### src/design/mac_frame_pkg.sv
package mac_frame_pkg;

    typedef logic [7:0] byte_t;

    // ----------------------------------------
    // framing
    // ----------------------------------------
    localparam byte_t preamble_byte = 8'h55;
    localparam byte_t sfd_byte      = 8'hd5;
    localparam int    preamble_len  = 7;
    localparam int    fcs_len       = 4;
    localparam int    ifg_cycles    = 12;   // idle cycles between frames

    // ----------------------------------------
    // crc-32, ieee 802.3
    // ----------------------------------------
    localparam logic [31:0] crc_init    = 32'hffff_ffff;
    localparam logic [31:0] crc_poly    = 32'hedb8_8320;  // reflected polynomial
    localparam logic [31:0] crc_residue = 32'hc704_dd7b;  // msb-first form

    // one byte, lsb first on the wire
    function automatic logic [31:0] crc32_next(input logic [31:0] crc, input byte_t data);
        logic [31:0] c;
        c = crc ^ {24'h0, data};
        for (int i = 0; i < 8; i++) begin
            if (c[0]) begin
                c = (c >> 1) ^ crc_poly;
            end else begin
                c = c >> 1;
            end
        end
        return c;
    endfunction

endpackage

### src/design/mac_buffer_pkg.sv
package mac_buffer_pkg;

    localparam int ring_depth       = 8;   // power of two, pointers wrap on their own
    localparam int max_packet_bytes = 64;
    localparam int byte_bits        = $clog2(max_packet_bytes);

    typedef logic [$clog2(ring_depth)-1:0] slot_t;
    typedef logic [$clog2(ring_depth):0]   count_t;    // 0 to ring_depth
    typedef logic [byte_bits:0]            pkt_addr_t; // 0 to 64
    typedef logic [byte_bits:0]            pkt_len_t;

    // host operations
    typedef enum logic [2:0] {
        op_read       = 3'd0,
        op_read_len   = 3'd1,
        op_read_next  = 3'd2,
        op_write      = 3'd3,
        op_write_len  = 3'd4,
        op_write_next = 3'd5
    } host_op_t;

    typedef logic [15:0] result_t;

endpackage

### src/design/packet_ring.sv
`timescale 1ns/1ps

module packet_ring
    import mac_frame_pkg::*, mac_buffer_pkg::*;
(
    input  logic      clock,
    input  logic      reset,
    // producer side
    input  logic      wr_en,
    input  pkt_addr_t wr_addr,
    input  byte_t     wr_data,
    input  logic      commit,
    input  pkt_len_t  commit_len,
    output logic      full,
    // consumer side
    input  pkt_addr_t rd_addr,
    output byte_t     rd_data,
    output pkt_len_t  rd_len,
    input  logic      release_pkt,
    output logic      empty
);

    byte_t    mem [ring_depth*max_packet_bytes];  // slot-major byte store
    pkt_len_t len [ring_depth];
    slot_t    head;     // oldest packet
    slot_t    tail;     // slot being filled
    count_t   count;

    assign full   = (count == count_t'(ring_depth));
    assign empty  = (count == '0);
    assign rd_len = len[head];

    always_ff @(posedge clock) begin
        if (wr_en) begin
            mem[{tail, wr_addr[byte_bits-1:0]}] <= wr_data;
        end
        if (commit) begin
            len[tail] <= commit_len;
        end
        rd_data <= mem[{head, rd_addr[byte_bits-1:0]}];
    end

    // ----------------------------------------
    // pointers
    // ----------------------------------------
    always_ff @(posedge clock) begin
        if (reset) begin
            head  <= '0;
            tail  <= '0;
            count <= '0;
        end else begin
            if (commit) begin
                tail <= tail + 1'b1;
            end
            if (release_pkt) begin
                head <= head + 1'b1;
            end
            case ({commit, release_pkt})
                2'b10:   count <= count + 1'b1;
                2'b01:   count <= count - 1'b1;
                default: count <= count;   // none, or both at once
            endcase
        end
    end

endmodule

### config.mk
export PLATFORM = sky130hd
export DESIGN_NAME = packet_ring
export DESIGN_NICKNAME = d
export VERILOG_FILES = /design/src/design/mac_frame_pkg.sv /design/src/design/mac_buffer_pkg.sv /design/src/design/packet_ring.sv
export SDC_FILE = /design/constraint.sdc
export NUM_CORES = 2
export LEC_CHECK = 0
export BUFFER_PORTS_ARGS = -buffer_cell sky130_fd_sc_hd__buf_4
export CAP_MARGIN = 10
export CORE_ASPECT_RATIO = 1.25
export CORE_MARGIN = 4
export CORE_UTILIZATION = 55
export DETAILED_ROUTE_END_ITERATION = 8
export MAX_ROUTING_LAYER = met4
export PLACE_DENSITY = 0.7
export SETUP_SLACK_MARGIN = 0.4
export SKIP_LAST_GASP = 1
export SYNTH_ARGS = -nofsm -noshare
export SYNTH_HDL_FRONTEND = slang
export SYNTH_MEMORY_MAX_BITS = 65536
export SYNTH_SLANG_ARGS = --single-unit
### constraint.sdc
create_clock -name clock -period 6.74 [get_ports clock]
set_input_delay 1.011 -clock clock [delete_from_list [all_inputs] [get_ports clock]]
set_output_delay 1.011 -clock clock [all_outputs]
set_load 0.005 [all_outputs]
======== After elaboration in Yosys (flattened, before gate mapping) ========
Memory sizes are Yosys's and may differ from the RTL's. A register that Yosys moved wholly into a read port is not among the register bits.
Cells that the tools add are included.
cells by class
  eq/ne operators ......................... 3
  reduce and logical (&&, ||, !) cells .... 2
  multiplexer cells ....................... 7
  $add $sub $neg .......................... 4
operator list
  kind                 number
  $pmux 4 s2           1
  $add 3x1->3 const B  2
  $mux 3               2
  $add 4x1->4 const B  1
  $eq 4x4->1 const B   1
  $logic_not 4->1      1
  $mux 1               4
  $sub 4x1->4 const B  1
  $eq 2x1->1 const B   1
  $eq 2x2->1 const B   1
  $reduce_bool 2->1    1
storage, ports and cells
  bits of input ports ..................... 34
  register bits ........................... 10
  RAM bits ................................ 4152
  memories ................................ 2
  output and inout bits ................... 17
memory list
  memory  depth  bits a word  rd ports  clocked after memory_dff  wr ports  line               text
  mem     512    8            1         1                         1         packet_ring.sv:23  byte_t mem [ring_depth*max_packet_bytes];
  len     8      7            1         1                         1         packet_ring.sv:24  pkt_len_t len [ring_depth];

======== Logic depth before layout (Yosys ltp) ========
  depth after elaboration ................. 3
  mapped depth ............................ 14

======== Worst setup path before layout ========
No wires, ideal clock.
  kind .................................... input-to-reg
  start point ............................. in rd_addr[0]
  end point ............................... reg rd_data[5], read port of mem
  arrival time ............................ 3.025 ns
  buffers on the path ..................... 3
  stages on the path ...................... 9
  setup slack ............................. 3.599 ns
  data required time ...................... 6.624 ns
  cells stage by stage .................... buf_6 -> buf_12 -> buf_12 -> mux4_1 -> mux4_2 -> and2_0 -> a311oi_1 -> a21oi_1 -> and4_1
RTL lines
  element      line               text
  from (decl)  packet_ring.sv:16  input pkt_addr_t rd_addr,
  to (decl)    packet_ring.sv:17  output byte_t rd_data,

==> impl_metrics.toml <==
[run_status]
status = "complete, no violations"

[logic_synthesis]
synth_cells = 8234
synth_cell_types = 88
syn_area_per_cell_um2 = 19.89
synthArstFlopShare_pct = 0
ys.flop_type = "edfxtp_1"
yosys_warnings = 0
synth_area_um2 = 163800
synthTopCellsByArea = "edfxtp_1 76%, mux4_2 8.9%, mux2i_1 4.7%"
synth_top_area_share_pct = 76.13
synth_fp_nets = 8274
yosys.area.top_type = "edfxtp_1"
ys_seq_elements = 4173
synth-edff-count = 4152
seq_area_frac_synth_pct = 76.38

[clock_tree]
htree_levels = 5
clock-sinks = 4173
cts_tree = "yes"
post_cts_resized = 0
clkTransAtPathRegs_ns = 0.06
cts_setup_buffers = 0
cts_hold_buf = 0
cts_buffers = 388
clockBufferDepth = 4
insertion_delay_ns = 0.92
root_buffer = "clkbuf_16"

[floorplan]
io_pins = 51
die_area_um2 = 306600
die_y_um = 618.1
initial_core_util_pct = 55.38
die_x_um = 496.1
fp-row-count = 223
core_um2 = 295800

[global_route]
grt_start_max_net_pins = 213
track_usage_pct = 28.52
grt_overflow = 0
grt_pass1_wl_mm = 609.2
antenna_found_initial = 9
grt_pass1_vias = 84127

[pwr]
p_int_uw = 41920
p_comb_share_pct = 5.2
seq_power_share_pct = 53.8
p_leak_uw = 0.05699
p_sw_uw = 11350
p_clk_share_pct = 41.0
power_density_nw_per_um2 = 295.4
p_sw_share_pct = 21.30
peakVddDrop_v = 0.0002090

[drt]
drt-met1-wl_mm = 149.2
routed_via_density = 6.626
route.met3.wl_mm = 36.98
drt_iter0_drc = 11102
highest_layer = "met4"
drtAntennaViolNets = 0
wirelength_mm = 425.8
drc = 0
wl_met2_mm = 214.0
vias = 83500
first_pass_iters = 9
routedWlPerCell_um = 33.79

[timing]
worst_pin_slew_ns = 1.428
period_share_pct = 65.46
timing.fmax_mhz = 226.7
layout_min_cycle_time_ns = 4.412
setup_violations = 0
slew_viol_final = 0
report.final.hold_viol_count = 0
grt_setup_unrepaired = "no"
hold_ws_ns = 0.3233
fin_ws_ns = 2.328
skew_ns = 0.06978
setup_tns_ns = 0
slew_headroom_pct = 3.464

[flow_run]
cap_viol_max_count = 0

[final_layout]
final_cell_mix = "4152 x edfxtp_1, 775 x mux2i_1, 644 x mux4_2"
layout_commonest_cell = "edfxtp_1"
nNetsFinal = 8378
drive_gt1_share_pct = 17.41
final_core_util_pct = 60.97
syn2layout_area_growth_pct = 10.10
finalNonFillerCells = 12601

[placement]
finalWeightedCongestion = 0.8806
place_ws_ns = 1.699
dp.cells = 11882
hpwl_mm = 255.4
port_buffers = 48

[min_path]
hp-class = "in -> reg"
hold_depth = 1

[setup_path]
crit_path_end_kind = "flip-flop"
crit_type = "in -> reg"
critPathLaunchType = "primary input"
worstPathRequired_ns = 7.59
cp_data_arrival_time_ns = 5.26
cp_max_fo = 49
reg2reg_depth = 4
[critical path: stages]
cell	delay [ns]
buf_8	0.45
or2b_4	0.55
buf_4	0.35
o221ai_1	0.42
o22ai_1	0.22
a2111oi_0	0.80
nand4_1	0.60
nand4_1	0.50
and3_1	0.22
[logic make-up (layout without fill, tap and decap cells)]
kind of cell	after synthesis	after routing	synth area share, %
AOI/OAI and AO/OA	998	998	4.244
xor gates and xnor gates	6	6	0.03209
adders and majority gates	6	6	0.05042
buffers and inverters	536	953	2.241
DFF	4173	4173	76.38
muxes	1478	1478	14.35
other	0	13	0
and+or+nand+nor	1037	1037	2.704
[power by group through the flow]
stage | combinational (uW) | clock, uW | sequential, uW
after detailed placement | 2740 | 0 | 29200
after floorplan | 1490 | 0 | 29100
after global routing | 2860 | 23200 | 28600
after global placement | 2680 | 0 | 29200
after CTS | 2750 | 22000 | 28600
final | 2760 | 21900 | 28600
[cells in the mapped netlist (6+ instances only)]
library cell and number:
a2111oi_0 17, a211oi_1 27, a21oi_1 192, a22oi_1 42
a311oi_1 6, a31oi_1 40, and2_1 27, and3_1 11
buf_1 40, buf_12 18, buf_2 75, buf_4 29
buf_6 98, buf_8 34, clkbuf_1 226, dfxtp_1 21
edfxtp_1 4152, inv_1 9, mux2_2 21, mux2i_1 775
mux4_1 38, mux4_2 644, nand2_1 167, nand2b_1 6
nand3_1 51, nand4_1 27, nor2_1 627, nor2b_1 6
nor3_1 57, nor4_1 23, o211ai_1 9, o21a_1 8
o21ai_0 105, o221ai_1 287, o22a_1 9, o22ai_1 198
o32ai_1 9
[final timing paths]
kind              slack (ns)     startpoint           to
setup / recovery        2.33     rd_addr[1]   rd_data[2]
setup reg to reg        2.61        tail[0]  mem[336][0]
hold / removal          0.32  commit_len[0]    len[7][0]
hold reg to reg         0.52       count[3]     count[3]
[layer usage]
layer / up-vias / track usage, %
met4: 0 / 14.12
li1: 34364 / -
met2: 4640 / 46.11
met5: - / -
met1: 43467 / 35.17
met3: 1029 / 4.849
[flip-flops by register name (all words and copies together), names as in the netlist, named ones only]
name,count
mem,4096
tail,3
rd_data,8
count,4
head,3
len,56
[stage by stage]
step	cell area [um2]	total power, uW
floorplan	163800	30630
global placement	167700	31880
detailed placement	167700	31940
CTS	180300	53420
global route	180300	54680
finish	180300	53270
[area by class of cell]
cell class,instances,area (um2)
clock buffer,448,10080
inverter,10,52.55
clock inverter,255,2459
tap,3937,4926
timing repair buffer,240,2475
antenna,13,32.53
sequential,4173,125100
multi-input combinational,3525,35200
fill,20291,115400
Note: power is estimated with default switching activity, not from simulation.
