==> src/design/mac_frame_pkg.sv <==
package mac_frame_pkg;

    typedef logic [7:0] byte_t;

    // ----------------------------------------
    // framing
    // ----------------------------------------
    localparam byte_t preamble_byte = 8'h55;
    localparam byte_t sfd_byte      = 8'hd5;
    localparam int    preamble_len  = 7;
    localparam int    fcs_len       = 4;
    localparam int    ifg_cycles    = 12;   // idle cycles between frames

    // ----------------------------------------
    // crc-32, ieee 802.3
    // ----------------------------------------
    localparam logic [31:0] crc_init    = 32'hffff_ffff;
    localparam logic [31:0] crc_poly    = 32'hedb8_8320;  // reflected polynomial
    localparam logic [31:0] crc_residue = 32'hc704_dd7b;  // msb-first form

    // one byte, lsb first on the wire
    function automatic logic [31:0] crc32_next(input logic [31:0] crc, input byte_t data);
        logic [31:0] c;
        c = crc ^ {24'h0, data};
        for (int i = 0; i < 8; i++) begin
            if (c[0]) begin
                c = (c >> 1) ^ crc_poly;
            end else begin
                c = c >> 1;
            end
        end
        return c;
    endfunction

endpackage

==> src/design/mac_buffer_pkg.sv <==
package mac_buffer_pkg;

    localparam int ring_depth       = 8;   // power of two, pointers wrap on their own
    localparam int max_packet_bytes = 64;
    localparam int byte_bits        = $clog2(max_packet_bytes);

    typedef logic [$clog2(ring_depth)-1:0] slot_t;
    typedef logic [$clog2(ring_depth):0]   count_t;    // 0 to ring_depth
    typedef logic [byte_bits:0]            pkt_addr_t; // 0 to 64
    typedef logic [byte_bits:0]            pkt_len_t;

    // host operations
    typedef enum logic [2:0] {
        op_read       = 3'd0,
        op_read_len   = 3'd1,
        op_read_next  = 3'd2,
        op_write      = 3'd3,
        op_write_len  = 3'd4,
        op_write_next = 3'd5
    } host_op_t;

    typedef logic [15:0] result_t;

endpackage

==> src/design/gmii_rx.sv <==
`timescale 1ns/1ps

module gmii_rx
    import mac_frame_pkg::*, mac_buffer_pkg::*;
(
    input  logic      clock,
    input  logic      reset,
    input  byte_t     gmii_rxd,
    input  logic      gmii_rx_dv,
    input  logic      gmii_rx_er,
    output logic      wr_en,
    output pkt_addr_t wr_addr,
    output byte_t     wr_data,
    output logic      commit,
    output pkt_len_t  commit_len,
    input  logic      full
);

    typedef enum logic [1:0] {st_idle, st_preamble, st_payload, st_drop} rx_state_t;

    localparam int max_frame_bytes = max_packet_bytes + fcs_len;

    rx_state_t   state;
    pkt_len_t    cnt;       // preamble bytes, then payload plus fcs bytes
    logic [31:0] crc;
    logic [31:0] crc_msb;
    logic        crc_ok;

    assign crc_msb = {<<{crc}};   // residue constant is msb-first
    assign crc_ok  = (crc_msb == crc_residue) && (cnt >= pkt_len_t'(fcs_len));

    always_ff @(posedge clock) begin
        wr_addr <= cnt;
        wr_data <= gmii_rxd;
        if (state == st_preamble) begin
            crc <= crc_init;
        end else if (state == st_payload && gmii_rx_dv) begin
            crc        <= crc32_next(crc, gmii_rxd);
        end
        if (state == st_payload) begin
            commit_len <= cnt - pkt_len_t'(fcs_len);
        end
    end

    always_ff @(posedge clock) begin
        if (reset) begin
            state  <= st_idle;
            cnt    <= '0;
            wr_en  <= 1'b0;
            commit <= 1'b0;
        end else begin
            wr_en  <= 1'b0;
            commit <= 1'b0;
            case (state)
                st_idle: begin
                    if (gmii_rx_dv && !gmii_rx_er && gmii_rxd == preamble_byte) begin
                        state <= st_preamble;
                        cnt   <= pkt_len_t'(1);
                    end else if (gmii_rx_dv) begin
                        state <= st_drop;
                    end
                end
                st_preamble: begin
                    if (!gmii_rx_dv) begin
                        state <= st_idle;   // runt
                    end else if (gmii_rx_er) begin
                        state <= st_drop;
                    end else if (cnt < pkt_len_t'(preamble_len)) begin
                        if (gmii_rxd == preamble_byte) begin
                            cnt <= cnt + 1'b1;
                        end else begin
                            state <= st_drop;
                        end
                    end else if (gmii_rxd == sfd_byte && !full) begin
                        state <= st_payload;
                        cnt   <= '0;
                    end else begin
                        state <= st_drop;
                    end
                end
                st_payload: begin
                    if (!gmii_rx_dv) begin
                        commit <= crc_ok && !full;
                        state  <= st_idle;
                    end else if (gmii_rx_er || cnt == pkt_len_t'(max_frame_bytes)) begin
                        state <= st_drop;
                    end else begin
                        wr_en <= (cnt < pkt_len_t'(max_packet_bytes)); // fcs tail not kept
                        cnt   <= cnt + 1'b1;
                    end
                end
                st_drop: begin
                    if (!gmii_rx_dv) begin
                        state <= st_idle;
                    end
                end
                default: state <= st_idle;
            endcase
        end
    end

endmodule

==> config.mk <==
export PLATFORM = sky130hd
export DESIGN_NAME = gmii_rx
export DESIGN_NICKNAME = d
export VERILOG_FILES = /design/src/design/mac_frame_pkg.sv /design/src/design/mac_buffer_pkg.sv /design/src/design/gmii_rx.sv
export SDC_FILE = /design/constraint.sdc
export NUM_CORES = 1
export LEC_CHECK = 0
export ABC_AREA = 1
export BUFFER_PORTS_ARGS = -buffer_cell sky130_fd_sc_hd__buf_4
export CAP_MARGIN = 20
export CORE_MARGIN = 2
export CORE_UTILIZATION = 50
export CTS_CLUSTER_SIZE = 30
export DETAILED_ROUTE_END_ITERATION = 16
export PLACE_DENSITY_LB_ADDON = 0.08
export SYNTH_ARGS = -nofsm -noshare
export SYNTH_HDL_FRONTEND = slang
export SYNTH_SLANG_ARGS = --single-unit
==> constraint.sdc <==
create_clock -name clock -period 2.2 [get_ports clock]
set_clock_uncertainty 0.15 [all_clocks]
set_input_delay 0.22 -clock clock [delete_from_list [all_inputs] [get_ports clock]]
set_output_delay 0.22 -clock clock [all_outputs]
set_load 0.02 [all_outputs]
# == After elaboration in Yosys (flattened, before gate mapping) ==
# Cells that the tools add are included.
# word_totals
reg_bits,65
input_bits,13
out_inout_bits,24
wordCells,99
# op_classes
add_sub_neg,2
magnitude_cmp,3
n_eq_ne,18
mux,42
bitwise,11
reduce_logical,15
# ops
operator,n
$mux W32,22
$not A13 Y14,8
$mux W7,8
$eq A32 B32 Y1 const B,1
$xor A32 B8 Y32,1
$pmux W7 S3,1
$mux W2,9
$ne A2 B2 Y1 const B,6
$eq A8 B7 Y1 const B,1
$eq A8 B8 Y1 const B,1
$pmux W2 S4,1
$reduce_and A8 Y1,1
$add A7 B1 Y7 const B,1
$eq A7 B7 Y1 const B,1
$ge A7 B3 Y1 const B,1
$lt A7 B3 Y1 const B,1
$lt A7 B7 Y1 const B,1
$sub A7 B3 Y7 const B,1
$logic_and A1 B1 Y1,6
$ne A3 B3 Y1 const B,2
$ne A5 B5 Y1 const B,1
$eq A2 B2 Y1 const B,2
$reduce_and A4 Y1,1
$reduce_or A4 Y1,1
other kinds (10),12

# == Depth between registers and ports, before layout ==
# logic_depth
word_depth,31
depth_mapped,13
depth_no_buf,13

# == Least setup slack after synthesis ==
# No wires, ideal clock.
# synth_path
kind,register -> register
from,register state[0]
to,register state[0]
setup_ns,0.114
arrival_ns,1.668
t_required_ns,1.936
slack_ns,0.268
stages_incl_launch_ff,10
path_buffers,1
synth_period_minus_slack_ns,1.932
path_cell_list,dfxtp_1 -> inv_1 -> ha_1 -> buf_2 -> nand2_1 -> clkinv_1 -> nor3_1 -> nand4_1 -> a21oi_1 -> nor2_1
# synth_between
elab_chain_cells,3
elab_cells_between_ends,10
cone_classes,eq/ne (7); mux (1); reduce/logical (2)
# synth_lines
item,line_no,source
"start, declared",gmii_rx.sv:23,rx_state_t state;
"start signal, assigned",gmii_rx.sv:47,state <= st_idle;
"start signal, assigned",gmii_rx.sv:57,state <= st_preamble;
"start signal, assigned",gmii_rx.sv:60,state <= st_drop;
$eq A2 B1 Y1 (tied with other cells),gmii_rx.sv:54,case (state)
$ne A5 B5 Y1 (no source line) (tied with other cells),-,
$reduce_and A4 Y1 (no source line),-,
# Several ways; a longest one is shown, not always the timed one.
# A chain may end at the register's enable or synchronous reset.

# == Worst setup path in the final report ==
# layout_path
from,input gmii_rxd[5]
to,register crc[18]
# layout_between
elab_chain_cells,24
# layout_lines
item,line_no,source
"start, declared",gmii_rx.sv:8,"input byte_t gmii_rxd,"
$xor A32 B8 Y32 (*),mac_frame_pkg.sv:24,"c = crc ^ {24'h0, data};"
$mux W32 (*),mac_frame_pkg.sv:26,if (c[0]) begin
$mux W32 (*),gmii_rx.sv:37,end else if (state == st_payload && gmii_rx_dv) begin
$mux W32 (*),gmii_rx.sv:35,if (state == st_preamble) begin
$mux W32 (*),mac_frame_pkg.sv:26,
$mux W32 (*),gmii_rx.sv:37,
$mux W32 (*),gmii_rx.sv:35,
$mux W32 (*),mac_frame_pkg.sv:26,
[... 8 more ...],-,
$mux W32 (*),mac_frame_pkg.sv:26,
$mux W32 (*),gmii_rx.sv:37,
$mux W32 (*),gmii_rx.sv:35,
$not A13 Y14 (no source line),-,
$mux W32 (*),mac_frame_pkg.sv:26,
$mux W32 (*),gmii_rx.sv:37,
$mux W32 (*),gmii_rx.sv:35,
$mux W32 (*),mac_frame_pkg.sv:26,
"end signal, assigned",gmii_rx.sv:36,crc <= crc_init;
"end signal, assigned",gmii_rx.sv:38,"crc <= crc32_next(crc, gmii_rxd);"
"end, declared",gmii_rx.sv:25,logic [31:0] crc;
# Mark *: on every way between the ends. The rest lies on a longest branch, timed or not. The select of a mux whose other input is x is not followed.

==> impl_metrics.toml <==
[status]
status = "complete, no violations"

[global_route]
grt_max_degree = 30
grt_pass1_vias = 3266
grt_pass1_wl_mm = 16.2
met1_usage = 0.366
grt_use_total = 0.247
grt_use_met2 = 0.351
grt_use_met3 = 0.0539
antenna_found_initial = 0
gr-total-overflow = 0
grt.busiest_layer = "met1"

[finish]
nNetsFinal = 606
drive_above_1_share = 0.162
mostFrequentLayoutCells = "nand2_1 (153), dfxtp_1 (58), inv_1 (54)"
n_antenna_cell = 0
final_common_cell = "nand2_1"
syn_to_final_growth_pct = 18.8

[routing]
via_per_inst = 5.22
drt-initial-drc-count = 281
dr.pass1.iters = 5
routed_wirelength_mm = 9.88
detail_route.wl_per_cell_um = 14.4
postRouteAntennaNets = 0
drc = 0
vias = 3580

[sta]
timing.fmax_mhz = 498
period_share = 0.913
rsz0062_at_grt = "false"
slew_headroom = 0.681
period_minus_slack_ps = 2010
final-max-slew-violation-count = 0
timing.hold.ws_ps = 20.3
worst_pin_slew_ps = 476
finalSetupViolations = 0
hold_viol = 0
tns_ps = 0

[worst_setup_path]
r2r_end = "crc[18]"
reg2reg_from = "crc[5]"
arrival_ps = 2110
crit_path_max_fanout = 9
reg2reg_depth = 9
critPathCaptureType = "register"
crit_end = "crc[18]"
critPathLaunchType = "primary input"
critPathLaunch = "gmii_rxd[5]"
reg2reg_slack_ps = 280
critPathKind = "primary input to register"
worstPathRequired_ps = 2300

[floorplanning]
fp.coreArea_um2 = 7290
initial_core_util = 0.518
die_height_um = 90.9
row_count = 31
ioPinCount = 37
dieWidth_um = 90.9
die-area_um2 = 8270

[clock_network]
postCtsSetupRepairBufs = 0
post_cts_resized = 0
cts_buffer_depth = 2
cts_buffers = 9
hold_buffers = 9
clkLatencyLatePin_ps = 350
cts_tree = "built"
clock_sinks = 65
cts-root-buf = "clkbuf_8"
cts_max_level = 3
path_clk_slew_ps = 80

[power_and_ir_drop]
p_switching_mw = 2.86
p_per_area_nw_per_um2 = 1370
cellInternalPower_mw = 3.28
p_comb_frac = 0.515
irDropWorstVdd_mv = 0.640
p_leak_nw = 2.16
seqPwrFrac = 0.295
switching_share = 0.466
p_clk_frac = 0.190

[logic_synthesis]
ys_types = 37
synthArstFlopShare = 0
yosysWarnings = 0
ys_ff_latch = 65
synth-edff-count = 7
synth_area_um2 = 3780
netlist_top_cells_area = "dfxtp_1 (31%), nand2_1 (15%), nand3_1 (5.8%), edfxtp_1 (5.6%), xor2_1 (5.6%)"
syn_inst = 531
yosysTopAreaCellShare = 0.307
synth_nets = 555
syn_avg_cell_area_um2 = 7.12
seq_area_frac_synth = 0.363
synth_top_flop_cell = "dfxtp_1"
yosysTopAreaCell = "dfxtp_1"

[placement]
gp_congestion = 0.927
io_buffers = 36
dpl.hpwl_mm = 7.14

[worst_hold_path]
hp-class = "primary input to register"

[run]
cap_viol_max_count = 0
## state kept, by name (all words and copies together), names as in the netlist
register / cells
cnt: 7
commit_len: 7
commit: 1
wr_addr: 7
wr_en: 1
wr_data: 8
crc: 32
state: 2
## power groups by stage
stage / Clock [mW] / Sequential (mW) / Combinational, mW
floorplan: 0 / 1.80 / 2.35
global placement: 0 / 1.82 / 3.06
detailed placement: 0 / 1.83 / 3.08
CTS: 1.18 / 1.81 / 3.12
global route: 1.23 / 1.85 / 3.55
finish: 1.17 / 1.81 / 3.16
## stage by stage
| stage | instances | power [mW] | utilization | instance area (um^2) | setup WS [ps] |
|---|---|---|---|---|---|
| global route | 686 | 6.63 | 0.616 | 4490 | 1.62 |
| finish | 686 | 6.14 | 0.616 | 4490 | 192 |
| CTS | 686 | 6.10 | 0.616 | 4490 | 224 |
| floorplan | 531 | 4.15 | - | 3780 | 268 |
| detailed placement | 661 | 4.91 | 0.572 | 4170 | 302 |
| global placement | 661 | 4.88 | 0.572 | 4170 | 315 |
## critical path: stages
cell and delay (ps):
dlygate4sd3_1 530, buf_4 110, inv_1 40, nand2_1 70, nand2_2 210, xnor2_1 460
nand2_1 100, nand2_1 170, nand2_1 70, nand2_1 60, o21ai_1 50
## logic make-up (layout without fill, tap and decap cells)
group | after synthesis | count (layout) | synth area share
buf+inv | 76 | 132 | 0.0791
xor+xnor | 38 | 38 | 0.0960
simple gates | 266 | 266 | 0.315
mux | 1 | 1 | 0.00265
flops | 65 | 65 | 0.363
compound gates | 74 | 74 | 0.108
fa+ha+maj | 11 | 11 | 0.0364
## synth_stat cells (all sizes together), types with 3 or more instances
| cell type | n |
|---|---|
| o21ai | 22 |
| edfxtp | 7 |
| nor3 | 3 |
| xor2 | 28 |
| inv | 61 |
| nand3 | 46 |
| dfxtp | 58 |
| ha | 11 |
| nor2 | 35 |
| xnor2 | 10 |
| a21oi | 39 |
| nand4 | 9 |
| o211ai | 9 |
| buf | 5 |
| nand2 | 167 |
| clkbuf | 8 |
| or2 | 3 |
## area by class of cell
class,count,area (um^2)
Tap cell,99,124
Inverter,63,239
Sequential cell,65,1370
Multi-Input combinational cell,390,2110
Clock buffer,9,124
Fill cell,696,2800
Clock inverter,7,103
Timing Repair Buffer,53,420
## layer usage
| metal | vias up | wire, um |
|---|---|---|
| met4 | 0 | 204 |
| met5 | - | 0 |
| met1 | 1634 | 4890 |
| met2 | 127 | 4090 |
| met3 | 19 | 692 |
| li1 | 1800 | - |
## worst min-delay path by stage
stage	slack, ps	from	end	cells after the start
after floorplan	100	gmii_rxd[0]	wr_data[0]	0
after global placement	190	gmii_rxd[5]	wr_data[5]	1
after detailed placement	190	gmii_rxd[5]	wr_data[5]	1
after CTS	20	full	commit	4
after global routing	50	full	commit	4
final	20	full	commit	4
Note: power is estimated with default switching activity, not from simulation.
