<file path="src/design/mac_frame_pkg.sv">
package mac_frame_pkg;

    typedef logic [7:0] byte_t;

    // ----------------------------------------
    // framing
    // ----------------------------------------
    localparam byte_t preamble_byte = 8'h55;
    localparam byte_t sfd_byte      = 8'hd5;
    localparam int    preamble_len  = 7;
    localparam int    fcs_len       = 4;
    localparam int    ifg_cycles    = 12;   // idle cycles between frames

    // ----------------------------------------
    // crc-32, ieee 802.3
    // ----------------------------------------
    localparam logic [31:0] crc_init    = 32'hffff_ffff;
    localparam logic [31:0] crc_poly    = 32'hedb8_8320;  // reflected polynomial
    localparam logic [31:0] crc_residue = 32'hc704_dd7b;  // msb-first form

    // one byte, lsb first on the wire
    function automatic logic [31:0] crc32_next(input logic [31:0] crc, input byte_t data);
        logic [31:0] c;
        c = crc ^ {24'h0, data};
        for (int i = 0; i < 8; i++) begin
            if (c[0]) begin
                c = (c >> 1) ^ crc_poly;
            end else begin
                c = c >> 1;
            end
        end
        return c;
    endfunction

endpackage

</file>
<file path="src/design/mac_buffer_pkg.sv">
package mac_buffer_pkg;

    localparam int ring_depth       = 8;   // power of two, pointers wrap on their own
    localparam int max_packet_bytes = 64;
    localparam int byte_bits        = $clog2(max_packet_bytes);

    typedef logic [$clog2(ring_depth)-1:0] slot_t;
    typedef logic [$clog2(ring_depth):0]   count_t;    // 0 to ring_depth
    typedef logic [byte_bits:0]            pkt_addr_t; // 0 to 64
    typedef logic [byte_bits:0]            pkt_len_t;

    // host operations
    typedef enum logic [2:0] {
        op_read       = 3'd0,
        op_read_len   = 3'd1,
        op_read_next  = 3'd2,
        op_write      = 3'd3,
        op_write_len  = 3'd4,
        op_write_next = 3'd5
    } host_op_t;

    typedef logic [15:0] result_t;

endpackage

</file>
<file path="src/design/host_ops.sv">
`timescale 1ns/1ps

module host_ops
    import mac_frame_pkg::*, mac_buffer_pkg::*;
(
    input  logic      clock,
    input  logic      reset,
    input  logic      start,
    input  host_op_t  op,
    input  pkt_addr_t address,
    input  byte_t     value,
    output logic      done,
    output result_t   result,
    // transmit ring producer
    output logic      tx_wr_en,
    output pkt_addr_t tx_wr_addr,
    output byte_t     tx_wr_data,
    output logic      tx_commit,
    output pkt_len_t  tx_commit_len,
    input  logic      tx_full,
    // receive ring consumer
    output pkt_addr_t rx_rd_addr,
    input  byte_t     rx_rd_data,
    input  pkt_len_t  rx_rd_len,
    input  logic      rx_empty,
    output logic      rx_release
);

    logic      stage1;      // op latched, read address on the ring
    logic      stage2;      // ring data valid, op executes
    logic      accept;
    host_op_t  op_q;
    pkt_addr_t addr_q;
    byte_t     value_q;
    pkt_len_t  fill_len;    // highest written address plus one
    logic      addr_ok;
    result_t   result_d;

    assign accept  = start && !stage1 && !stage2;
    assign addr_ok = (addr_q < pkt_addr_t'(max_packet_bytes));

    // ring side effects land on the edge that raises done
    assign tx_wr_en      = stage2 && (op_q == op_write) && addr_ok;
    assign tx_wr_addr    = addr_q;
    assign tx_wr_data    = value_q;
    assign tx_commit     = stage2 && (op_q == op_write_next) && !tx_full;
    assign tx_commit_len = fill_len;
    assign rx_rd_addr    = addr_q;
    assign rx_release    = stage2 && (op_q == op_read_next) && !rx_empty;

    always_comb begin
        result_d = '0;
        case (op_q)
            op_read:       result_d = (!rx_empty && addr_q < rx_rd_len) ?
                                      result_t'(rx_rd_data) : '0;
            op_read_len:   result_d = rx_empty ? '0 : result_t'(rx_rd_len);
            op_read_next:  result_d = result_t'(rx_empty);
            op_write:      result_d = result_t'(!addr_ok);
            op_write_len:  result_d = result_t'(fill_len);
            op_write_next: result_d = result_t'(tx_full);
            default:       result_d = '0;
        endcase
    end

    always_ff @(posedge clock) begin
        if (accept) begin
            op_q    <= op;
            addr_q  <= address;
            value_q <= value;
        end
        if (stage2) begin
            result <= result_d;
        end
    end

    always_ff @(posedge clock) begin
        if (reset) begin
            stage1   <= 1'b0;
            stage2   <= 1'b0;
            done     <= 1'b0;
            fill_len <= '0;
        end else begin
            stage1 <= accept;
            stage2 <= stage1;
            done   <= stage2;
            if (tx_commit) begin
                fill_len <= '0;
            end else if (tx_wr_en && addr_q >= fill_len) begin
                fill_len <= addr_q + 1'b1;
            end
        end
    end

endmodule

</file>
<file path="config.mk">
export PLATFORM = sky130hd
export DESIGN_NAME = host_ops
export DESIGN_NICKNAME = d
export VERILOG_FILES = /design/src/design/mac_frame_pkg.sv /design/src/design/mac_buffer_pkg.sv /design/src/design/host_ops.sv
export SDC_FILE = /design/constraint.sdc
export NUM_CORES = 1
export LEC_CHECK = 0
export ABC_AREA = 1
export BUFFER_PORTS_ARGS = -buffer_cell sky130_fd_sc_hd__clkbuf_2
export CAP_MARGIN = 20
export CELL_PAD_IN_SITES_DETAIL_PLACEMENT = 1
export CELL_PAD_IN_SITES_GLOBAL_PLACEMENT = 1
export CORE_MARGIN = 3
export CORE_UTILIZATION = 27
export CTS_BUF_LIST = sky130_fd_sc_hd__clkbuf_8 sky130_fd_sc_hd__clkbuf_16
export DETAILED_ROUTE_END_ITERATION = 6
export GPL_ROUTABILITY_DRIVEN = 0
export PLACE_DENSITY = 0.69
export SLEW_MARGIN = 20
export SYNTH_ARGS = -nofsm -noshare
export SYNTH_HDL_FRONTEND = slang
export SYNTH_SLANG_ARGS = --single-unit
</file>
<file path="constraint.sdc">
create_clock -name clock -period 4.8 [get_ports clock]
set_input_delay 0.48 -clock clock [delete_from_list [all_inputs] [get_ports clock]]
set_output_delay 0.48 -clock clock [all_outputs]
set_load 0.03 [all_outputs]
</file>
* Word level (Yosys, flattened, before mapping) *
Cells that the tools add are included.

storage, ports and cells
  bits in registers = 44
  bits of input ports = 38
  logic and storage cells = 37

operators by class
  reduce and logical (&&, ||, !) cells = 17
  equality and inequality tests = 5
  magnitude comparators = 3
  mux-type cells = 3
  add/subtract/negate cells = 1

operator list
  cell                   count
  $pmux W8 S6            1
  $logic_and A1 B1 Y1    10
  $mux W8                1
  $add A7 B1 Y7 const B  1
  $ge A7 B7 Y1           1
  $lt A7 B7 Y1           1
  $lt A7 B7 Y1 const B   1
  $mux W7                1
  $eq A3 B2 Y1 const B   2
  $eq A3 B3 Y1 const B   2
  $logic_not A1 Y1       5
  $eq A3 B1 Y1 const B   1
  $logic_not A3 Y1       1
  $reduce_or A2 Y1       1

* Longest topological paths before layout *
Gate-level depths: netlist of the first run.

  depth after elaboration = 4
  depth in mapped cells = 11
  mapped depth without buffers = 10

* Least setup slack after synthesis of the first run *
OpenSTA, ideal clock, no wires.

  path kind = input -> register
  from = input port start
  to = register op_q[0] (enable)
  arrival time = 1.779 ns
  slack = 2.605 ns
  data required time = 4.384 ns
  buffers on the path = 0
  setup time = 0.416 ns
  stages on the path = 2
  path through = inv_1 nor3_1

between the ends
  longest elaborated chain between the ends = 2

RTL lines
  item                              RTL line        source
  start, declared                   host_ops.sv:8   input logic start,
  $logic_and A1 B1 Y1 (2 in a row)  host_ops.sv:39  assign accept = start && !stage1 && !stage2;
  named net accept                  host_ops.sv:31  logic accept;
  end signal, assigned              host_ops.sv:67  op_q <= op;
  end, declared                     host_ops.sv:32  host_op_t op_q;

The timed path passes the listed nets, and every way through them passes these cells.
A chain may end at the register's enable or synchronous reset.

* Final worst setup path of the first run *
  from = register stage2
  to = output port tx_wr_en

between the ends
  longest elaborated chain between the ends = 2

RTL lines
  item                              RTL line        source
  start, declared                   host_ops.sv:30  logic stage2;
  start signal, assigned            host_ops.sv:84  stage2 <= stage1;
  $logic_and A1 B1 Y1 (2 in a row)  host_ops.sv:43  assign tx_wr_en = stage2 && (op_q == op_write) && addr_ok;
  end, declared                     host_ops.sv:15  output logic tx_wr_en,

Every way passes these cells.

==> results.tsv, run 1 <==
metric	value	unit
async_reset_ff_share	0	%
coreArea	6940	um2
tns	0	ns
switchingPower	0.204	mW
areaGrowthSynthToFinish	26.6	%
vdd_drop_max	0.151	mV
drt-initial-drc-count	52	
dr.pass1.iters	3	
fmax	414	MHz
hold_viol_final	0	
ys_types	25	
hpwl	4.23	mm
synth_top_family_by_area	simple AND/OR/NAND/NOR gates	
final_layout_size_suffix_gt1_share	32.4	%
fill_cells	859	
synth_area_leaders	edfxtp_1, dfxtp_1, ha_1	
yosysTopAreaCellShare	39.5	%
dp_slack	2.69	ns
antenna_cells	0	
utilization	36.1	%
combPwrFrac	16.4	%
seq_power_share	48.9	%
drc	0	
vias	1702	
synthCells	213	
grt_overflow	0	
worst_slew_pin_slew	0.579	ns
power.internal	0.539	mW
setup_viol	0	
nets	341	
clock-root-buffer	clkbuf_8	
ys.flop_type	edfxtp_1	
grt_pass1_wl	8.48	mm
synth_fa_ha_area_share	8.86	%
drtAntennaViolNets	0	
ioPinCount	87	
yosysSeqAreaShare	49.6	%
portBuffers	78	
critPathKind	flip-flop to output port	
worstSetupEndpointType	output port	
clock_sinks	36	
synthSimpleGateAreaFrac	19.7	%
fp.dieW	91.6	um
grt_start_max_net_pins	19	
cp.arrival	1.93	ns
antenna_found_initial	0	
p_sw_share	27.5	%
yosys.area.top_type	edfxtp_1	
clk_latency	0.29	ns
cts_buffers	5	
wirelength	5.25	mm
hold_buffers	0	
slew_violations	0	
pwr-share-clk	34.8	%
rsz0062_at_grt	no	
synth-seq-cells	36	
synth_area	1980	um2
power_leakage	1.16	nW
hp-class	input port to flip-flop	
skew	0.00856	ns
viasPerCell	4.41	
synth-xor-area-share	1.33	%
synth_edf_count	26	
grt_pass1_vias	1757	
synthMuxAreaShare	0	%
regArea	981	um2
final_area	2500	um2
grtUsageTotal	12.8	%
initial_utilization	28.5	%
slew_headroom	61.3	%
status	complete, no violations	
cp.required	4.32	ns
cts_setup_buffers	0	
placed_cell_area	2400	um2
multiInputGateArea	788	um2
postSynthAreaPerCell	9.29	um2
dieArea	8390	um2
yosys_warnings	0	
placement_rows	30	
htree_levels	2	
ctsLongestPathBuffers	2	
drv_cap	0	
clkTransAtPathRegs	0.08	ns
fin_ws	2.39	ns
dieHeight	91.6	um
min_period_over_period	50.3	%
critPathMaxFanout	15	
synth-compound-area-share	8.22	%
cts_tree	built	
fin_crit	2.41	ns
power_density	297	nW/um2
wl_per_cell	13.6	um
ctsResizeCount	0	
critPathLaunchType	flip-flop	
==> path summary, 6_finish.rpt <==
path	startpoint	to	slack, ns	depth (start not counted)
setup / recovery	stage2	tx_wr_en	2.39	3
hold / removal	address[1]	rx_rd_addr[1]	0.37	1
hold reg to reg	stage1	stage2	0.46	2
setup reg to reg	rx_rd_addr[6]	result[0]	2.91	6
==> routing by layer <==
layer | up-vias | track usage [%] | wire [um] | part of all wire, %
met5 | - | 0 | 0 | 0
li1 | 838 | - | - | -
met2 | 63 | 21.7 | 2560 | 49
met1 | 792 | 14.8 | 2140 | 41
met3 | 9 | 4.72 | 459 | 8.7
met4 | 0 | 4.27 | 82 | 1.6
==> registers in the layout, summed over array words and instances (netlist names) <==
register / flops
result: 8
done: 1
rx_rd_addr: 7
op_q: 3
tx_wr_data: 8
stage2: 1
tx_commit_len: 7
stage1: 1
==> kinds of logic after synthesis <==
family | count (synthesis)
AOI/OAI and AO/OA | 26
xor gates and xnor gates | 3
adders and majority gates | 14
buffers and inverters | 46
DFF | 36
other | 1
and+or+nand+nor | 87
==> layout by cell type, fill, tap and decap left out, types with 2 or more instances in the layout <==
cell type / netlist / routed
a21oi_1: 9 / 9
nor2_1: 22 / 22
inv_2: 2 / 2
nand3_1: 16 / 16
edfxtp_1: 26 / 26
o22ai_1: 7 / 7
o21bai_1: 7 / 7
nand3_2: 2 / 2
clkbuf_2: 0 / 78
conb_1: 1 / 8
xor2_1: 2 / 2
nand2_1: 41 / 41
inv_1: 27 / 28
clkbuf_8: 0 / 5
ha_1: 14 / 14
dfxtp_1: 10 / 10
==> stage by stage <==
step                hold WS (ns)  total power [mW]  std cells
global placement           0.432             0.489        378
detailed placement         0.448             0.493        378
finish                     0.368             0.744        386
global route               0.354             0.785        386
floorplan                  0.416             0.457        220
CTS                        0.357             0.755        386
==> area by class of cell <==
type | count | area share (%)
tap | 96 | 4.80
sequential | 36 | 39.2
inverter | 29 | 4.35
timing repair buffer | 79 | 15.9
clock inverter | 3 | 1.55
clock buffer | 5 | 2.75
multi-input combinational | 138 | 31.5
==> synthesized netlist by cell type, types with 2 or more instances <==
master and number:
inv_1 27, nor3_1 2, dfxtp_1 10, xor2_1 2, o22ai_1 7, nor2_1 22
a21oi_1 9, o21bai_1 7, nand3_2 2, inv_2 2, buf_4 16, edfxtp_1 26
nand3_1 16, nand2_1 41, ha_1 14
==> critical path, stage by stage, from the launching register on <==
cell and delay [ns]:
dfxtp_1 0.67, inv_2 0.14, nor3_4 0.52, clkbuf_2 0.31
==> power by group through the flow <==
stage                     clock [mW]  combinational, mW  sequential, mW
after floorplan                    0             0.0704           0.386
final                          0.259              0.122           0.363
after global placement             0              0.119           0.370
after detailed placement           0              0.122           0.371
after global routing           0.284              0.135           0.366
after CTS                      0.268              0.123           0.364
No activity file was read; power rests on OpenSTA's default activity.
==> run 2, diff against run 1 <==
PLACE_DENSITY = 0.72   (was 0.69)
clock period = 2.2 ns   (was 4.8 ns; I/O delays follow)
==> run 2 against run 1 <==
Power increased to 2.5 times the previous value; sequential share of layout area is 1.0 points lower; worst setup slack got worse by 2.1 ns; critical endpoint unchanged; utilization up 0.95 points.
==> results.tsv, run 2 (synthesized netlist as in run 1, its figures left out) <==
metric	value	unit
power_leakage	1.18	nW
ctsLongestPathBuffers	2	
final_area	2570	um2
wirelength	5.36	mm
clkTransAtPathRegs	0.08	ns
setup_viol	0	
critPathLaunchType	flip-flop	
crit_path_max_incr_delay	0.65	ns
vdd_drop_max	0.348	mV
timing.rr.end	result[0]	
dieArea	8390	um2
viasPerCell	4.47	
cp.arrival	1.70	ns
worst_slew_pin_slew	0.554	ns
final_layout_size_suffix_gt1_share	33.2	%
htree_levels	2	
final_common_cell	clkbuf_2	
ff2ff_setup_slack	0.31	ns
cp-endpoint	tx_wr_en	
critPathKind	flip-flop to output port	
path_depth	3	
cpMaxStageDelayCell	dfxtp_1	
fin_crit	1.92	ns
portBuffers	78	
grt_pass1_vias	1895	
nets	343	
wl_per_cell	13.8	um
hp-class	input port to flip-flop	
placed_cell_area	2410	um2
fp.dieW	91.6	um
clock_sinks	36	
drtAntennaViolNets	0	
skew	0.00955	ns
placement_rows	30	
initial_utilization	28.5	%
worst-path-buf-inv	2	
timing.critical_path.from	stage2	
worstSetupEndpointType	output port	
drv_cap	0	
tns	0	ns
cts_tree	built	
hpwl	4.35	mm
utilization	37.0	%
hold_viol_final	0	
power_density	733	nW/um2
critPathMaxFanout	12	
status	complete, no violations	
cts_setup_buffers	0	
most-common-layout-cells	clkbuf_2, nand2_1, inv_1	
grt_overflow	0	
grtUsageTotal	13.4	%
cp.required	1.98	ns
antenna_cells	0	
antenna_found_initial	0	
grt_pass1_wl	8.94	mm
cts_buffers	5	
slew_violations	0	
ff2ff_path_depth	6	
slew_headroom	63.0	%
grt_start_max_net_pins	19	
ioPinCount	87	
r2r-start	rx_rd_addr[6]	
clock-root-buffer	clkbuf_8	
hold_buffers	0	
vias	1735	
dr.pass1.iters	4	
coreArea	6940	um2
clk_latency	0.29	ns
drc	0	
critical-path-top-delay-family	flip-flops	
hold_depth	1	
drt-initial-drc-count	45	
min_period_over_period	87.3	%
path_cells	inv_2 > nor3_4 > clkbuf_2	
ctsResizeCount	0	
areaGrowthSynthToFinish	29.9	%
rsz0062_at_grt	no	
power	1.88	mW
fmax	521	MHz
dieHeight	91.6	um
## run 2: per-stage QoR
stage                     setup WS (ns)  cells  hold WS (ns)
after floorplan                  0.0166    220         0.291
after global placement            0.390    380         0.397
after detailed placement          0.311    380         0.399
after CTS                         0.242    388        0.0894
after global routing              0.138    388        0.0821
final                             0.280    388        0.0959
## run 2: power breakdown
group	leakage, nW	total (mW)	switching [mW]	internal, mW
Clock	0.0784	0.824	0.257	0.567
Sequential	0.328	0.791	0.0307	0.760
Combinational	0.778	0.268	0.183	0.0855
Total	1.18	1.88	0.470	1.41
## run 2: area by class of cell
class / count / area [um2]
Multi-Input combinational cell: 138 / 788
Sequential cell: 36 / 981
Inverter: 29 / 109
Tap cell: 96 / 120
Timing Repair Buffer: 81 / 413
Clock buffer: 5 / 68.8
Clock inverter: 3 / 90.1
Fill cell: 838 / 4370
## run 2: worst reg2reg max path, stage by stage (launching register included)
cell      delay, ns
edfxtp_1       0.54
ha_1           0.37
nand2_1        0.10
nor2_1         0.06
a211oi_1       0.20
nand2_1        0.22
o21ai_0        0.24
## run 2: worst min-delay path by stage
stage / startpoint / end
2_1_floorplan: reset / stage2
3_3_place_gp: value[7] / tx_wr_data[7]
3_5_place_dp: value[3] / tx_wr_data[3]
4_1_cts: value[3] / tx_wr_data[3]
5_1_grt: value[5] / tx_wr_data[5]
6_report: value[3] / tx_wr_data[3]
## run 2: layer usage
| layer | routed length (um) | part of all wire [%] | global-route usage (%) | vias to the layer above |
|---|---|---|---|---|
| met4 | 72 | 1.3 | 4.27 | 0 |
| li1 | - | - | - | 845 |
| met1 | 2250 | 42 | 15.4 | 819 |
| met3 | 463 | 8.6 | 4.81 | 7 |
| met2 | 2570 | 48 | 23.0 | 64 |
| met5 | 0 | 0 | 0 | - |
==> run 3, diff against run 2 <==
CELL_PAD_IN_SITES_GLOBAL_PLACEMENT = 2   (was 1)
CORE_UTILIZATION = 24   (was 27)
PLACE_DENSITY = 0.79   (was 0.72)
==> run 3 against run 2 <==
Power decreased by 13%; die area increased by 12%; register-to-register slack improved by 0.03 ns; largest cell class unchanged; worst setup slack got worse by 0.050 ns.
==> results.tsv, run 3 (synthesized netlist as in run 1, its figures left out) <==
metric	value	unit
grtUsageTotal	12.2	%
path_cells	inv_2 > nor3_4 > clkbuf_2	
ctsLongestPathBuffers	2	
vdd_drop_max	0.437	mV
hp-start	address[0]	
htree_levels	2	
cp.arrival	1.75	ns
multiInputGateArea	788	um2
grt_overflow	0	
min_period_over_period	89.6	%
clock_sinks	36	
hpwl	4.57	mm
fp.dieW	96.8	um
fmax	508	MHz
status	complete, no violations	
coreArea	7850	um2
hold_viol_final	0	
portBuffers	78	
final_common_cell	clkbuf_2	
initial_utilization	25.2	%
wl_per_cell	13.9	um
final_area	2550	um2
worst-path-buf-inv	2	
ioPinCount	87	
final_layout_size_suffix_gt1_share	33.6	%
hp-class	input port to flip-flop	
clock-root-buffer	clkbuf_8	
tns	0	ns
critPathLaunchType	flip-flop	
placed_cell_area	2440	um2
hold_buffers	0	
drtAntennaViolNets	0	
power_leakage	1.18	nW
rsz0062_at_grt	no	
cts_buffers	5	
most-common-layout-cells	clkbuf_2, nand2_1, inv_1	
critPathMaxFanout	12	
drv_cap	0	
placement_rows	32	
drt-initial-drc-count	67	
dp_slack	0.363	ns
slew_violations	0	
critPathKind	flip-flop to output port	
cts_tree	built	
worst_slew_pin_slew	0.540	ns
clkTransAtPathRegs	0.08	ns
areaGrowthSynthToFinish	28.8	%
power	1.64	mW
cp.required	1.98	ns
crit_path_max_incr_delay	0.66	ns
slew_headroom	63.9	%
wirelength	5.52	mm
dieHeight	96.8	um
fin_ws	0.230	ns
utilization	32.5	%
fin_crit	1.97	ns
nets	346	
worstSetupEndpointType	output port	
ctsResizeCount	0	
skew	0.00709	ns
viasPerCell	4.33	
dr.pass1.iters	4	
dieArea	9370	um2
clk_latency	0.28	ns
drc	0	
power_density	642	nW/um2
critical-path-top-delay-family	flip-flops	
fill_cells	964	
setup_viol	0	
cts_setup_buffers	0	
timing.critical_path.from	stage2	
grt_pass1_vias	1957	
antenna_cells	0	
grt_start_max_net_pins	19	
vias	1720	
cpMaxStageDelayCell	dfxtp_1	
r2r-start	rx_rd_addr[6]	
antenna_found_initial	0	
grt_pass1_wl	9.29	mm
regArea	981	um2
## run 3: changes by cell type in the layout (fill, tap and decap cells not counted), sizes merged
cell    previous run  this run
inv               29        30
buf                3         6
bufinv             3         1
clkinv             0         1
## run 3: report_power, final
group | switching (mW) | internal [mW]
logic | 0.191 | 0.0902
registers | 0.0251 | 0.760
clock network | 0.238 | 0.332
total | 0.455 | 1.18
## run 3: layer usage
layer,routed length (um),global-route usage [%],vias to the layer above
met4,51,3.35,0
met3,455,5.05,6
met5,0,0,-
li1,-,-,852
met2,2750,21.2,70
met1,2260,13.7,792
## run 3: worst paths after layout
kind / slack, ns / cells after the start / end
worst min-delay path: 0.11 / 1 / rx_rd_addr[0]
worst min register to register: 0.46 / 2 / stage2
worst max-delay path: 0.23 / 3 / tx_wr_en
worst max register to register: 0.34 / 6 / result[0]
## run 3: worst register-to-register path, delay by kind of cell (launching register included)
kind | cells | cell delay (ns)
AND/OR/NAND/NOR | 3 | 0.39
AO/OA/AOI/OAI | 2 | 0.42
flip-flops | 1 | 0.53
adder cells (fa/ha/maj) | 1 | 0.36
## run 3: cell type report
type	instances	area share (%)
Clock buffer	5	2.70
Sequential cell	36	38.5
Clock inverter	3	1.52
Multi-Input combinational cell	138	30.9
Tap cell	102	5.01
Inverter	29	4.27
Timing Repair Buffer	84	17.1
## run 3: through the flow
step / hold WS (ns) / cells
after global placement: 0.397 / 389
after global routing: 0.0951 / 397
after detailed placement: 0.399 / 389
final: 0.110 / 397
after floorplan: 0.291 / 220
after CTS: 0.0984 / 397
